### config.mk
export PLATFORM = sky130hd
export DESIGN_NAME = helios_repetition_top
export DESIGN_NICKNAME = d
export VERILOG_FILES = /design/src/design/helios_pkg.sv /design/src/design/error_source.sv /design/src/design/chain_decoder.sv /design/src/design/run_config_regs.sv /design/src/design/host_link.sv /design/src/design/helios_repetition_top.sv
export SDC_FILE = /design/constraint.sdc
export NUM_CORES = 1
export LEC_CHECK = 0
export BUFFER_PORTS_ARGS = -buffer_cell sky130_fd_sc_hd__buf_2
export CAP_MARGIN = 0
export CORE_ASPECT_RATIO = 1.25
export CORE_MARGIN = 1.5
export CORE_UTILIZATION = 60
export DETAILED_ROUTE_END_ITERATION = 7
export PLACE_DENSITY = 0.85
export SYNTH_ARGS = -nofsm -noshare
export SYNTH_HDL_FRONTEND = slang
export SYNTH_SLANG_ARGS = --single-unit
### constraint.sdc
create_clock -name clk -period 6.43 [get_ports clk]
set_input_delay 0.643 -clock clk [delete_from_list [all_inputs] [get_ports clk]]
set_output_delay 0.643 -clock clk [all_outputs]
set_load 0.01 [all_outputs]
### src/design/helios_pkg.sv
package helios_pkg;

    // ******************************************************************
    // code size
    // ******************************************************************
    localparam int code_distance = 7;                    // data qubits.
    localparam int syndrome_count = code_distance - 1;   // stabilizers.
    localparam int qubit_index_width = $clog2(code_distance);

    // ******************************************************************
    // memory record and credit flow
    // ******************************************************************
    localparam int credit_max = 4;       // word slots in the sink.
    localparam int record_words = 2;     // words per run record.

    // error source random generator.
    localparam logic [31:0] lfsr_seed = 32'h1f2e_3d4c;
    localparam logic [31:0] lfsr_poly = 32'h8020_0003;

    typedef logic [code_distance-1:0]     qubit_vec_t;
    typedef logic [syndrome_count-1:0]    syndrome_t;
    typedef logic [qubit_index_width-1:0] qubit_index_t;
    typedef logic [15:0]                  cycle_count_t;
    typedef logic [15:0]                  run_count_t;
    typedef logic [31:0]                  word_t;
    typedef logic [31:0]                  addr_t;
    typedef logic [31:0]                  lfsr_t;
    typedef logic [7:0]                   threshold_t;
    typedef logic [2:0]                   credit_t;
    typedef logic [1:0]                   reg_addr_t;
    typedef logic [15:0]                  reg_data_t;

    typedef enum logic [2:0] {
        stage_idle,
        stage_loading,
        stage_scanning,
        stage_resolving,
        stage_result
    } stage_t;

endpackage

### src/design/error_source.sv
module error_source
    import helios_pkg::*;
(
    input  logic       clk,
    input  logic       reset,
    input  logic       new_round_start,
    input  threshold_t error_threshold,
    output qubit_vec_t errors,
    output syndrome_t  measurements,
    output logic       syndrome_valid,
    output logic       source_idle
);

    lfsr_t        lfsr_state;
    lfsr_t        lfsr_next;
    threshold_t   draw;
    qubit_index_t draw_index;
    qubit_index_t current_index;
    logic         drawing;
    logic         forming;

    // eight galois steps per cycle, one output bit each.
    always_comb begin
        lfsr_next = lfsr_state;
        draw = '0;
        for (int i = 0; i < 8; i++) begin
            draw[i] = lfsr_next[0];
            lfsr_next = (lfsr_next >> 1) ^ (lfsr_next[0] ? lfsr_poly : '0);
        end
    end

    assign current_index = new_round_start ? '0 : draw_index; // qubit 0 on the start pulse.
    assign source_idle = !(drawing || forming || syndrome_valid);

    always_ff @(posedge clk) begin
        if (reset) begin
            lfsr_state <= lfsr_seed;
            draw_index <= '0;
            drawing <= 1'b0;
            forming <= 1'b0;
            syndrome_valid <= 1'b0;
        end else begin
            syndrome_valid <= forming;
            if (new_round_start || drawing) begin
                lfsr_state <= lfsr_next;
                if (current_index == qubit_index_t'(code_distance - 1)) begin
                    drawing <= 1'b0;
                    forming <= 1'b1;  // last qubit decided.
                end else begin
                    drawing <= 1'b1;
                    forming <= 1'b0;
                    draw_index <= current_index + 1'b1;
                end
            end else begin
                forming <= 1'b0;
            end
        end
    end

    always_ff @(posedge clk) begin
        if (new_round_start || drawing) begin
            errors[current_index] <= (draw < error_threshold);
        end
        if (forming) begin
            measurements <= errors[syndrome_count-1:0] ^ errors[code_distance-1:1];
        end
    end

endmodule

### src/design/chain_decoder.sv
module chain_decoder
    import helios_pkg::*;
(
    input  logic         clk,
    input  logic         reset,
    input  logic         syndrome_valid,
    input  syndrome_t    measurements,
    output qubit_vec_t   correction,
    output logic         result_valid,
    output stage_t       global_stage,
    output cycle_count_t cycle_counter,
    output logic         decoder_idle
);

    stage_t       stage;
    syndrome_t    syndrome_reg;
    qubit_vec_t   candidate;
    qubit_index_t scan_index;
    qubit_index_t prev_index;
    qubit_index_t flip_count;
    cycle_count_t cycle_count;
    logic         next_flip;

    // ******************************************************************
    // stage machine and duration counter
    // ******************************************************************
    always_ff @(posedge clk) begin
        if (reset) begin
            stage <= stage_idle;
            cycle_count <= '0;
        end else begin
            if (stage != stage_idle && stage != stage_result) begin
                cycle_count <= cycle_count + 1'b1;
            end
            unique case (stage)
                stage_idle: begin
                    if (syndrome_valid) begin
                        stage <= stage_loading;
                        cycle_count <= cycle_count_t'(1);  // loading is cycle one.
                    end
                end
                stage_loading: begin
                    stage <= stage_scanning;
                end
                stage_scanning: begin
                    if (scan_index == qubit_index_t'(code_distance - 1)) begin
                        stage <= stage_resolving;
                    end
                end
                stage_resolving: begin
                    stage <= stage_result;
                end
                stage_result: begin
                    stage <= stage_idle;
                end
                default: begin
                    stage <= stage_idle;
                end
            endcase
        end
    end

    // ******************************************************************
    // chain walk
    // ******************************************************************
    assign prev_index = scan_index - 1'b1;
    assign next_flip = candidate[prev_index] ^ syndrome_reg[prev_index];

    always_ff @(posedge clk) begin
        case (stage)
            stage_idle: begin
                if (syndrome_valid) begin
                    syndrome_reg <= measurements;
                end
            end
            stage_loading: begin
                // qubit 0 stays, qubit 1 follows the first stabilizer.
                candidate <= qubit_vec_t'({syndrome_reg[0], 1'b0});
                flip_count <= qubit_index_t'(syndrome_reg[0]);
                scan_index <= qubit_index_t'(2);
            end
            stage_scanning: begin
                candidate[scan_index] <= next_flip;
                flip_count <= flip_count + qubit_index_t'(next_flip);
                scan_index <= scan_index + 1'b1;
            end
            stage_resolving: begin
                if ((32'(flip_count) << 1) > code_distance) begin
                    correction <= ~candidate;  // complement is lighter.
                end else begin
                    correction <= candidate;
                end
            end
            default: begin
            end
        endcase
    end

    assign result_valid = (stage == stage_result);
    assign decoder_idle = (stage == stage_idle);
    assign global_stage = stage;
    assign cycle_counter = cycle_count;

endmodule

### src/design/run_config_regs.sv
module run_config_regs
    import helios_pkg::*;
(
    input  logic       clk,
    input  logic       reset,
    input  logic       reg_write,
    input  reg_addr_t  reg_addr,
    input  reg_data_t  reg_wdata,
    input  run_count_t runs_done,
    output reg_data_t  reg_rdata,
    output logic       enable,
    output run_count_t run_limit,
    output threshold_t error_threshold
);

    // ******************************************************************
    // register map
    // ******************************************************************
    localparam reg_addr_t addr_control = 2'd0;
    localparam reg_addr_t addr_run_limit = 2'd1;
    localparam reg_addr_t addr_threshold = 2'd2;
    localparam reg_addr_t addr_runs_done = 2'd3;

    reg_data_t control_reg;

    always_ff @(posedge clk) begin
        if (reset) begin
            control_reg <= '0;
            run_limit <= '0;
            error_threshold <= '0;
        end else if (reg_write) begin
            case (reg_addr)
                addr_control: control_reg <= reg_wdata;
                addr_run_limit: run_limit <= reg_wdata;
                addr_threshold: error_threshold <= reg_wdata[7:0];
                default: begin  // status is read only.
                end
            endcase
        end
    end

    always_comb begin
        case (reg_addr)
            addr_control: reg_rdata = control_reg;
            addr_run_limit: reg_rdata = run_limit;
            addr_threshold: reg_rdata = reg_data_t'(error_threshold);
            addr_runs_done: reg_rdata = runs_done;
            default: reg_rdata = '0;
        endcase
    end

    assign enable = control_reg[0];  // bit 0 of control.

endmodule

### src/design/host_link.sv
module host_link
    import helios_pkg::*;
(
    input  logic         clk,
    input  logic         reset,
    input  logic         enable,
    input  run_count_t   run_limit,
    input  logic         result_valid,
    input  qubit_vec_t   correction,
    input  cycle_count_t cycle_counter,
    input  logic         decoder_idle,
    input  logic         source_idle,
    input  logic         credit_return,
    output logic         new_round_start,
    output run_count_t   runs_done,
    output logic         bram_en,
    output logic [3:0]   bram_we,
    output addr_t        bram_addr,
    output word_t        bram_di
);

    credit_t credits;
    logic    round_active;
    logic    word0_active;
    logic    word1_active;
    logic    start_ok;

    // a round only starts with room for its whole record.
    assign start_ok = enable && (runs_done < run_limit) && decoder_idle && source_idle
                      && !round_active && (credits >= credit_t'(record_words));

    always_ff @(posedge clk) begin
        if (reset) begin
            new_round_start <= 1'b0;
            round_active <= 1'b0;
            word0_active <= 1'b0;
            word1_active <= 1'b0;
            credits <= credit_t'(credit_max);
            runs_done <= '0;
            bram_addr <= '0;
        end else begin
            new_round_start <= start_ok;
            word0_active <= result_valid;
            word1_active <= word0_active;
            if (start_ok) begin
                round_active <= 1'b1;
            end else if (word1_active) begin
                round_active <= 1'b0;  // record complete.
            end

            case ({bram_en, credit_return})
                2'b10: credits <= credits - 1'b1;
                2'b01: credits <= credits + 1'b1;
                default: begin
                end
            endcase

            if (word1_active) begin
                runs_done <= runs_done + 1'b1;
            end else if (!enable && !round_active) begin
                runs_done <= '0;
            end

            if (bram_en) begin
                bram_addr <= bram_addr + addr_t'(4);
            end else if (!enable && !round_active) begin
                bram_addr <= '0;
            end
        end
    end

    assign bram_en = word0_active || word1_active;
    assign bram_we = bram_en ? 4'hf : 4'h0;
    assign bram_di = word0_active ? {runs_done, 16'(correction)} : word_t'(cycle_counter);

endmodule

### src/design/helios_repetition_top.sv
module helios_repetition_top
    import helios_pkg::*;
(
    input  logic         clk,
    input  logic         reset,
    input  logic         reg_write,
    input  reg_addr_t    reg_addr,
    input  reg_data_t    reg_wdata,
    input  logic         credit_return,
    input  word_t        bram_dout,
    output reg_data_t    reg_rdata,
    output logic         new_round_start,
    output qubit_vec_t   errors,
    output syndrome_t    measurements,
    output qubit_vec_t   correction,
    output logic         result_valid,
    output cycle_count_t cycle_counter,
    output stage_t       global_stage,
    output logic [3:0]   bram_we,
    output logic         bram_en,
    output addr_t        bram_addr,
    output word_t        bram_di
);

    logic       enable;
    run_count_t run_limit;
    run_count_t runs_done;
    threshold_t error_threshold;
    logic       syndrome_valid;
    logic       source_idle;
    logic       decoder_idle;

    // ******************************************************************
    // host side
    // ******************************************************************
    run_config_regs regs (
        .clk(clk),
        .reset(reset),
        .reg_write(reg_write),
        .reg_addr(reg_addr),
        .reg_wdata(reg_wdata),
        .runs_done(runs_done),
        .reg_rdata(reg_rdata),
        .enable(enable),
        .run_limit(run_limit),
        .error_threshold(error_threshold)
    );

    host_link link (
        .clk(clk),
        .reset(reset),
        .enable(enable),
        .run_limit(run_limit),
        .result_valid(result_valid),
        .correction(correction),
        .cycle_counter(cycle_counter),
        .decoder_idle(decoder_idle),
        .source_idle(source_idle),
        .credit_return(credit_return),
        .new_round_start(new_round_start),
        .runs_done(runs_done),
        .bram_en(bram_en),
        .bram_we(bram_we),
        .bram_addr(bram_addr),
        .bram_di(bram_di)
    );

    // ******************************************************************
    // error generation and decoding
    // ******************************************************************
    error_source source (
        .clk(clk),
        .reset(reset),
        .new_round_start(new_round_start),
        .error_threshold(error_threshold),
        .errors(errors),
        .measurements(measurements),
        .syndrome_valid(syndrome_valid),
        .source_idle(source_idle)
    );

    chain_decoder decoder (
        .clk(clk),
        .reset(reset),
        .syndrome_valid(syndrome_valid),
        .measurements(measurements),
        .correction(correction),
        .result_valid(result_valid),
        .global_stage(global_stage),
        .cycle_counter(cycle_counter),
        .decoder_idle(decoder_idle)
    );

endmodule

==> metrics.md, run 1 <==
| Metric | Value |
|---|---|
| Total number of yosys warnings | 0 |
| Final Hold Fails | 0 |
| Slack of the worst reg-to-reg path | around 3200 ps |
| Synth-to-layout area growth | 14.3% |
| Placed Area | slightly above 10000 sq um |
| Most used flip-flop cell after synthesis | dfxtp_1 |
| Parity-gate share of the synthesized area counting xor and xnor cells | 0.0627 |
| Maximum clock frequency | approximately 310 MHz |
| Depth of the worst register-to-register path | 7 |
| Filler cell count in the final layout | ~1200 |
| Worst reg2reg path endpoint | source.errors[4] |
| Detailed placement HPWL | between 15 and 20 mm |
| # rows | 51 |
| Multiplexer area fraction after synthesis | 0.0745 |
| Dominant combinational cell family by area after synthesis | simple AND/OR/NAND/NOR gates |
| Final Max Slew Viols | 0 |
| Arrival @ worst endpoint | roughly 3300 ps |
| Final standard cell count with taps included and fillers excluded | 1394 |
| Final sum of negative setup slack | 0 ps |
| Type of the worst setup path | register to register |
| Number of gates given a new drive strength after cts | 0 |
| Distinct cell type count after synthesis | 67 |
| Post-synthesis adder-cell area fraction | 0.0457 |
| Height of the chip | between 100 and 150 um |
| Buffer count from post-CTS setup fixing | 0 |
| Number of enable flip-flop cells after synthesis | 39 |
| CP max FO | 7 |
| Dominant cell by count in the synthesized netlist | nand2_1 |
| Beginning of the worst hold path | source.measurements[2] |
| Latest clock arrival within the worst-skew pair | 440 ps |
| Number of storage elements in the synthesis netlist | 189 |
| Clock transition at the register clock pins on the worst setup and hold paths after CTS | roughly 70 ps |
| Wire length of the first global-routing pass | around 35 mm |
| Tightest Hold Check Type | register to register |
| Number of nets in the layout | between 1000 and 1500 |
| Cell accounting for the most synthesized area | dfxtp_1 |
| CTS Root Cell | clkbuf_16 |
| Tightest Pin Transition | roughly 1200 ps |
| Detailed-route DRC error count | 0 |
| Status | completed |
| GR Overflow Total | 0 |
| Number of H-tree levels | 4 |
| Number of placed instances, taps included | around 1400 |
| Cell area after layout | around 11000 sq um |
| Origin of the critical flop-to-flop path | source.lfsr_state[0] |
| Number of clock sinks | 189 |
| Worst path slowest cell | o41ai_1 |
| Max VDD drop | about 160 uV |
| Buffer depth of the longest clock path | 2 |
| Critical path buffer and inverter count | 0 |
| Setup Skew | around 9.4 ps |
| Antenna Diode Count | 0 |
| Static power due to leakage | roughly 0.0044 uW |
| Launching element type of the critical path | register |
| Max-Cap Viols | 0 |
| CTS tree | done |
| Hold_buf cts | 0 |
| Largest registers | source.lfsr_state: 32 flops, link.bram_addr: 30 flops |
| GPL Wtd Cong | just under 0.9 |
| Post-DR wirelength/cell | about 16 um |
| Placeable core region | around 16000 sq um |
| RSZ-0062 raised after global routing | no |
| Port-buffer cells | 145 |
| Worst max-slew margin expressed relative to the limit | 0.195 |
| Vias per cell | approximately 5.7 |
| Number of stages on the worst hold path | 0 |
| Routed wire length | between 20 and 25 mm |
| Syn Std Cell Area | between 9000 and 10000 sq um |
| Hold slack final | around 450 ps |
| Delay of the slowest cell on the worst path | between 900 and 1000 ps |
| Leading post-synthesis cells by cell area | dfxtp_1 32%, edfxtp_1 12%, nand2_1 6.6% |
| Final setup violation count | 0 |
| Vias after detailed routing | 7960 |
| Number of top-level design ports | 180 |
| Element type at the critical path end | register |
| CP required | roughly 6500 ps |
| Async SR Flop Fraction | 0 |
| Tot Pwr | between 2000 and 2500 uW |
| Commonest cells post-synth | 167 x nand2_1, 150 x dfxtp_1, 105 x nor2_1, 82 x a21oi_1 |
| Initial DRC count | roughly 570 |
| Minimum clock period | approximately 3300 ps |
| Initial core utilization | 0.611 |
| Cell chain of the critical path | xor2_2, xnor2_1, ha_1, and3_1, a21oi_1, o21ai_0, o41ai_1 |
| Register with the most flip-flops | source.lfsr_state |
| Fraction of the yosys area taken by sequential cells | 0.441 |
| Largest register FFs | 32 |
| Final antenna-violating net count | 0 |
| Number of global-route vias before repair | about 7500 |
| Maximum number of pins on one net before global-route repair | 70 |
| Final period utilization | 0.509 |
| Proportion of layout cells with a drive suffix above 1 | 0.197 |
| Initial antenna violation count | 1 |
| Pre-Repair DR Iteration Count | 7 |
| Fraction of the mapped netlist area in compound gates | 0.101 |
| Syn Inst Count | around 1100 |
| GRT Util Overall | 0.269 |
| Simple-gate portion of the synthesized area | 0.232 |
| Share of the synthesized area in the top cell type | 0.317 |
| Power density of the placed cells | about 220 nW/um^2 |
| Hold path endpoint | decoder.syndrome_reg[2] |
| Worst path top cell family by delay | compound AO/OA/AOI/OAI gates |
| CTS Buf Count | 17 |
| Post-synthesis average cell area | 8.96 sq um |
| Area of the die | around 17000 sq um |
| DIE WIDTH | approximately 120 um |
## layer usage
layer  track usage  wire [um]  up-vias
met1         0.317       8750     3739
li1              -          -     3872
met5             0         12        -
met3        0.0578       1410       57
met2         0.468      11100      290
met4         0.122        625        2
## metrics by stage
stage               setup WS (ps)  utilization
global placement             3370        0.661
finish                       3160        0.698
global route                 2820        0.698
detailed placement           3260        0.661
CTS                          3160        0.698
floorplan                    3760            -
## power breakdown
part | internal, uW | switching (uW) | total (uW)
logic | 56.7 | 91.7 | 148
registers | 1230 | 13.6 | 1240
clock network | 573 | 452 | 1030
## cell families (layout without fill, tap and decap cells)
kind of cell	Yosys count	after routing
AND/OR/NAND/NOR	450	450
AO/OA/AOI/OAI	166	166
flip-flops	189	189
XOR/XNOR	62	62
adder cells (fa/ha/maj)	34	34
buffers and inverters	99	223
multiplexers	56	56
other	1	2
## worst max path at each step
| stage | depth (start not counted) | from | to |
|---|---|---|---|
| 6_report | 7 | source.lfsr_state[0] | source.errors[4] |
| 5_1_grt | 7 | source.lfsr_state[0] | source.errors[3] |
| 4_1_cts | 7 | source.lfsr_state[0] | source.errors[2] |
| 3_5_place_dp | 7 | source.lfsr_state[0] | source.errors[6] |
| 3_3_place_gp | 7 | source.lfsr_state[0] | source.errors[6] |
| 2_1_floorplan | 11 | decoder.scan_index[0] | decoder.flip_count[1] |
## final cells by class
class / instances / area, sq um / share of cell area
Multi-Input combinational cell: 770 / 4900 / 0.452
Sequential cell: 189 / 4170 / 0.386
Timing Repair Buffer: 149 / 758 / 0.0700
Clock buffer: 18 / 429 / 0.0396
Tap cell: 212 / 265 / 0.0245
Inverter: 42 / 158 / 0.0146
Clock inverter: 14 / 144 / 0.0133
## placed cells by master, fill, tap and decap left out, drive strengths merged, types with 26 or more instances in the layout
| master | instances |
|---|---|
| nand2 | 167 |
| dfxtp | 150 |
| buf | 149 |
| nor2 | 105 |
| a21oi | 82 |
| inv | 44 |
| o21ai | 41 |
| edfxtp | 39 |
| xor2 | 35 |
| ha | 33 |
| mux2 | 26 |
(Power assumes the default switching activity.)
==> inputs of run 2 (changes only) <==
CORE_UTILIZATION = 56   (was 60)
PLACE_DENSITY = 0.81   (was 0.85)
clock period = 3.08 ns   (was 6.43 ns; I/O delays follow)
==> run 2 against run 1 <==
Compared with the run above:
- first-iteration DRC count shrank 13%
- highest routed layer is now met4
- largest cell class unchanged
- global-route usage down 2.1 points
- sequential share of layout area decreased by 0.11 points
- critical path type unchanged
- clock skew increased by 1.7 ps
- design area grew 0.29%
- utilization shrank 4.8 points
- critical endpoint is now decoder.flip_count[1]
- die area is 7.0% higher
- setup slack lost 2900 ps
==> metrics.md, run 2 (synthesis results as in run 1) <==
| Metric | Value |
|---|---|
| Status | completed |
| Wire length of the first global-routing pass | 35.3 mm (+0.59%) |
| Number of H-tree levels | 4 (unchanged) |
| Latest clock arrival within the worst-skew pair | 430 ps (about the same) |
| Register with the most flip-flops | source.lfsr_state |
| Vias after detailed routing | 7858 (-1.3%) |
| GRT Util Overall | 0.248 (-0.0210) |
| Setup Skew | 11.2 ps (+1.72 ps) |
| Vias per cell | 5.58 (-2.3%) |
| GR Overflow Total | 0 (unchanged) |
| Launching element type of the critical path | register |
| Proportion of power drawn by combinational gates | 0.064 (+0.003) |
| Max-Cap Viols | 0 (unchanged) |
| Power density of the placed cells | 456 nW/um^2 (+100%) |
| Hold slack final | 124 ps (-323 ps) |
| Hold path endpoint | regs.control_reg[8] |
| Slack of the worst reg-to-reg path | 300 ps (-2860 ps) |
| Proportion of layout cells with a drive suffix above 1 | 0.199 (+0.00220) |
| Largest registers | source.lfsr_state: 32 flops, link.bram_addr: 30 flops |
| Worst reg2reg path endpoint | decoder.flip_count[1] |
| Commonest cells after routing, fill and taps aside | 167 x nand2_1, 150 x dfxtp_1, 144 x buf_2 |
| Initial antenna violation count | 0 (-1) |
| Number of gates given a new drive strength after cts | 0 (unchanged) |
| Switching power as a share of total power | 0.231 (about the same) |
| Number of global-route vias before repair | 7224 (-3.5%) |
| Buffer count from post-CTS setup fixing | 0 (unchanged) |
| Worst max-slew margin expressed relative to the limit | 0.303 (+0.108) |
| CTS Buf Count | 17 (unchanged) |
| Maximum number of pins on one net before global-route repair | 100 (+43%) |
| Number of nets in the layout | 1264 (+0.56%) |
| RSZ-0062 raised after global routing | no |
| Worst path setup slack after routing | 302 ps (-2860 ps) |
| Detailed-route DRC error count | 0 (unchanged) |
| Port-buffer cells | 145 (unchanged) |
| Worst slack at placement | 330 ps (-2930 ps) |
| Depth of the worst register-to-register path | 10 (+3) |
| Placeable core region | 16700 sq um (+7.8%) |
| Part of the power in the clock network | 0.413 (-0.012) |
| Final antenna-violating net count | 0 (unchanged) |
| Largest register FFs | 32 (unchanged) |
| CP required | 3280 ps (-3220 ps) |
| Arrival @ worst endpoint | 2970 ps (-370 ps) |
| CP max FO | 8 (+1) |
| Number of stages on the worst hold path | 3 (+3) |
| Area of the die | 17700 sq um (+7.0%) |
| Max VDD drop | 379 uV (+130%) |
| Beginning of the worst hold path | reg_wdata[8] |
| CTS Root Cell | clkbuf_16 |
| Routed wire length | 21.9 mm (-0.13%) |
| Origin of the critical flop-to-flop path | decoder.scan_index[1] |
| Tightest Hold Check Type | input port to register |
| Tot Pwr | 4950 uW (+110%) |
| Initial DRC count | 496 (-13%) |
| # rows | 53 (+3.9%) |
| Final Hold Fails | 0 (unchanged) |
| Sw power | 1140 uW (+110%) |
| Maximum clock frequency | 360 MHz (+18%) |
| Final Max Slew Viols | 0 (unchanged) |
| Hold_buf cts | 0 (unchanged) |
| GPL Wtd Cong | 0.858 (-3.0%) |
| Sequential Power Share | 0.523 (+0.009) |
| Final sum of negative setup slack | 0 ps (unchanged) |
| Clock transition at the register clock pins on the worst setup and hold paths after CTS | 70 ps (about the same) |
| Internal power contribution | 3810 uW (+110%) |
| Detailed placement HPWL | 15.3 mm (+1.6%) |
| Tightest Pin Transition | 1050 ps (-146 ps) |
| Static power due to leakage | 0.00445 uW (+0.46%) |
| Synth-to-layout area growth | 14.6% |
| Final period utilization | 0.902 (+0.393) |
| CTS tree | done |
| Post-DR wirelength/cell | 15.5 um (-1.2%) |
| Number of top-level design ports | 180 (unchanged) |
| DIE WIDTH | 119 um (+3.4%) |
| Height of the chip | 148 um (+3.4%) |
| Final setup violation count | 0 (unchanged) |
| Element type at the critical path end | register |
| Minimum clock period | 2780 ps (-493 ps) |
| Type of the worst setup path | register to register |
| Antenna Diode Count | 0 (unchanged) |
| Number of clock sinks | 189 (unchanged) |
| Pre-Repair DR Iteration Count | 7 (unchanged) |
| Most common cell after layout, fill and taps aside | nand2_1 |
| Initial core utilization | 0.567 (-0.0440) |
| Buffer depth of the longest clock path | 2 (unchanged) |
==> run 2: changes by cell type in the layout (fill, tap and decap cells not counted), sizes merged <==
cell    previous run  this run
buf              149       156
bufinv             2         1
clkbuf            18        19
clkinv             9        10
inv               44        43
==> run 2: per-stage QoR <==
stage	cell area, sq um	utilization	instances
CTS	10900	0.650	1409
floorplan	9480	-	1058
global route	10900	0.650	1409
finish	10900	0.650	1409
detailed placement	10300	0.617	1377
global placement	10300	0.617	1377
==> run 2: area by class of cell <==
type / count / area [sq um]
clock buffer: 19 / 443
timing repair buffer: 156 / 811
clock inverter: 13 / 98.8
fill: 1374 / 5850
inverter: 42 / 158
multi-input combinational: 770 / 4900
sequential: 189 / 4170
tap: 220 / 275
==> run 2: worst max path at each step <==
stage	start	endpoint	slack (ps)	cells past startpoint
2_1_floorplan	decoder.scan_index[0]	decoder.flip_count[1]	410	11
3_3_place_gp	decoder.scan_index[1]	decoder.flip_count[1]	420	10
3_5_place_dp	decoder.scan_index[1]	decoder.flip_count[1]	330	10
4_1_cts	decoder.scan_index[1]	decoder.flip_count[1]	310	10
5_1_grt	decoder.scan_index[1]	decoder.flip_count[2]	130	11
6_report	decoder.scan_index[1]	decoder.flip_count[1]	300	10
==> run 2: power groups by stage <==
stage | registers, uW | logic [uW] | clock network [uW]
4_1_cts | 2590 | 316 | 2070
5_1_grt | 2590 | 354 | 2170
3_5_place_dp | 2650 | 312 | 0
3_3_place_gp | 2650 | 303 | 0
6_report | 2590 | 315 | 2050
2_1_floorplan | 2640 | 229 | 0
==> run 2: worst max-delay path, cell delays in order, from the launching register on <==
cell,delay [ps]
edfxtp_1,470
inv_1,160
ha_1,220
xor2_1,300
mux4_2,540
nand2_1,100
nand3_2,160
inv_1,100
ha_1,140
ha_1,220
and2_1,130
==> run 2: per-layer routing <==
metal	routed length, um	vias up	part of all wire	GRT usage
li1	-	3889	-	-
met1	9250	3715	0.42	0.303
met2	11100	212	0.51	0.436
met3	948	42	0.043	0.0414
met4	575	0	0.026	0.103
met5	0	-	0	0
==> inputs of run 3 (changes only) <==
PLACE_DENSITY = default   (was 0.81)
PLACE_DENSITY_LB_ADDON = 0.15   (was default)
==> run 3 against run 2 <==
Compared with the run above:
- utilization is 0.14 points higher
- hold slack about the same
- die area unchanged
- setup slack improved by 6.6 ps
- global-route usage down 0.55 points
- combinational power about the same
- via count is 1.3% lower
- non-clock buffer count fell by 1
- final cell count is essentially flat
- sequential cell count is the same
- clock power increased by 5%
- design area is 0.22% higher
- critical path type unchanged
- critical endpoint unchanged
- largest cell class unchanged
- largest power group unchanged
==> metrics.md, run 3 (synthesis results as in run 1) <==
| Metric | Value |
|---|---|
| Register with the most flip-flops | source.lfsr_state |
| Height of the chip | 148 um (unchanged) |
| Worst path slowest cell | or4_1 |
| Critical path buffer and inverter count | 2 (unchanged) |
| Largest registers | source.lfsr_state: 32 flops, link.bram_addr: 30 flops |
| Maximum clock frequency | 361 MHz (+0.24%) |
| Area of the die | 17700 sq um (unchanged) |
| Number of nets in the layout | 1263 (-0.079%) |
| CP required | 3260 ps (-20 ps) |
| CTS tree | done |
| Number of clock sinks | 189 (unchanged) |
| DIE WIDTH | 119 um (unchanged) |
| Initial antenna violation count | 0 (unchanged) |
| Final Max Slew Viols | 0 (unchanged) |
| Tightest Hold Check Type | input port to register |
| Antenna Diode Count | 0 (unchanged) |
| Buffer depth of the longest clock path | 2 (unchanged) |
| Vias per cell | 5.51 (-1.3%) |
| Delay of the slowest cell on the worst path | 530 ps (about the same) |
| Commonest cells after routing, fill and taps aside | 167 x nand2_1, 150 x dfxtp_1, 144 x buf_2 |
| Proportion of layout cells with a drive suffix above 1 | 0.202 (+0.00269) |
| Largest register FFs | 32 (unchanged) |
| Filler cell count in the final layout | 1478 (+7.6%) |
| Final setup violation count | 0 (unchanged) |
| Hold slack final | 124 ps (-0.321 ps) |
| RSZ-0062 raised after global routing | no |
| Setup Skew | 13.0 ps (+1.85 ps) |
| Number of top-level design ports | 180 (unchanged) |
| Wire length of the first global-routing pass | 34.8 mm (-1.5%) |
| Arrival @ worst endpoint | 2950 ps (-20 ps) |
| Initial DRC count | 482 (-2.8%) |
| GPL Wtd Cong | 0.897 (+4.6%) |
| Cell occurring most often along the worst timing path | ha_1 |
| Final Hold Fails | 0 (unchanged) |
| Max-Cap Viols | 0 (unchanged) |
| Worst path setup slack after routing | 309 ps (+6.60 ps) |
| Final sum of negative setup slack | 0 ps (unchanged) |
| Launching element type of the critical path | register |
| Synth-to-layout area growth | 14.9% |
| Final antenna-violating net count | 0 (unchanged) |
| Port-buffer cells | 145 (unchanged) |
| Initial core utilization | 0.567 (unchanged) |
| Post-DR wirelength/cell | 15.0 um (-3.6%) |
| Cell chain of the critical path | inv_1, ha_1, xnor2_1, mux2i_1, or4_1, nand3_2, inv_1, ha_1, ha_1, and2_1 |
| CTS Root Cell | clkbuf_16 |
| Number of H-tree levels | 4 (unchanged) |
| Buffer count from post-CTS setup fixing | 0 (unchanged) |
| Most common cell after layout, fill and taps aside | nand2_1 |
| Latest clock arrival within the worst-skew pair | 440 ps (about the same) |
| Static power due to leakage | 0.00444 uW (-0.36%) |
| Maximum number of pins on one net before global-route repair | 58 (-42%) |
| Vias after detailed routing | 7754 (-1.3%) |
| Placeable core region | 16700 sq um (unchanged) |
| Worst slack at placement | 310 ps (-20.7 ps) |
| Type of the worst setup path | register to register |
| Clock transition at the register clock pins on the worst setup and hold paths after CTS | 70 ps (about the same) |
| Final period utilization | 0.900 (-0.00214) |
| GRT Util Overall | 0.243 (-0.00547) |
| Worst path top cell family by delay | simple AND/OR/NAND/NOR gates |
| Number of gates given a new drive strength after cts | 0 (unchanged) |
| Pre-Repair DR Iteration Count | 5 (-2) |
| Tightest Pin Transition | 905 ps (-141 ps) |
| Hold_buf cts | 0 (unchanged) |
| Power density of the placed cells | 464 nW/um^2 (+1.8%) |
| Number of global-route vias before repair | 7201 (-0.32%) |
| # rows | 53 (unchanged) |
| Routed wire length | 21.1 mm (-3.7%) |
| Status | completed |
| Detailed-route DRC error count | 0 (unchanged) |
| GR Overflow Total | 0 (unchanged) |
| CP max FO | 8 (unchanged) |
| Worst max-slew margin expressed relative to the limit | 0.396 (+0.0929) |
| Minimum clock period | 2770 ps (-6.60 ps) |
| CTS Buf Count | 17 (unchanged) |
| Detailed placement HPWL | 15.3 mm (-0.50%) |
| Element type at the critical path end | register |
| Max VDD drop | 416 uV (+9.6%) |
-- run 3: worst reg2reg max path, delay by kind of cell (launching register included) --
| kind | cells | cell delay, ps |
|---|---|---|
| and+or+nand+nor | 3 | 830 |
| adders and majority gates | 3 | 690 |
| DFF | 1 | 440 |
| xor gates and xnor gates | 1 | 250 |
| buffers and inverters | 2 | 180 |
| muxes | 1 | 130 |
-- run 3: power by group --
group / internal, uW / switching [uW] / leakage [uW]
Clock: 1190 / 958 / 0.000257
Combinational: 124 / 192 / 0.00262
Sequential: 2560 / 29.9 / 0.00156
Total: 3870 / 1180 / 0.00444
-- run 3: routing by layer --
layer,GRT usage,up-vias,routed length [um],part of all wire
li1,-,3890,-,-
met1,0.302,3673,9300,0.44
met2,0.426,162,10600,0.50
met3,0.0410,29,829,0.039
met4,0.0875,0,394,0.019
met5,0,-,0,0
-- run 3: metrics by stage --
step | instances | total power (uW) | utilization | area (sq um)
2_1_floorplan | 1058 | 2870 | - | 9480
3_3_place_gp | 1376 | 2960 | 0.617 | 10300
3_5_place_dp | 1376 | 2960 | 0.617 | 10300
4_1_cts | 1408 | 5090 | 0.651 | 10900
5_1_grt | 1408 | 5230 | 0.651 | 10900
6_report | 1408 | 5050 | 0.651 | 10900
-- run 3: path summary, 6_finish.rpt --
kind | startpoint | end | slack [ps] | cells past startpoint
min reg2reg | regs.control_reg[10] | regs.control_reg[10] | 460 | 2
max | decoder.scan_index[1] | decoder.flip_count[1] | 310 | 10
max reg2reg | decoder.scan_index[1] | decoder.flip_count[1] | 310 | 10
min | reg_wdata[14] | regs.run_limit[14] | 120 | 3
-- run 3: area by class of cell --
| type | count | area, sq um | share of cell area |
|---|---|---|---|
| sequential | 189 | 4170 | 0.384 |
| clock inverter | 15 | 148 | 0.0136 |
| multi-input combinational | 770 | 4900 | 0.450 |
| inverter | 42 | 158 | 0.0145 |
| clock buffer | 17 | 425 | 0.0391 |
| timing repair buffer | 155 | 803 | 0.0738 |
| tap | 220 | 275 | 0.0253 |
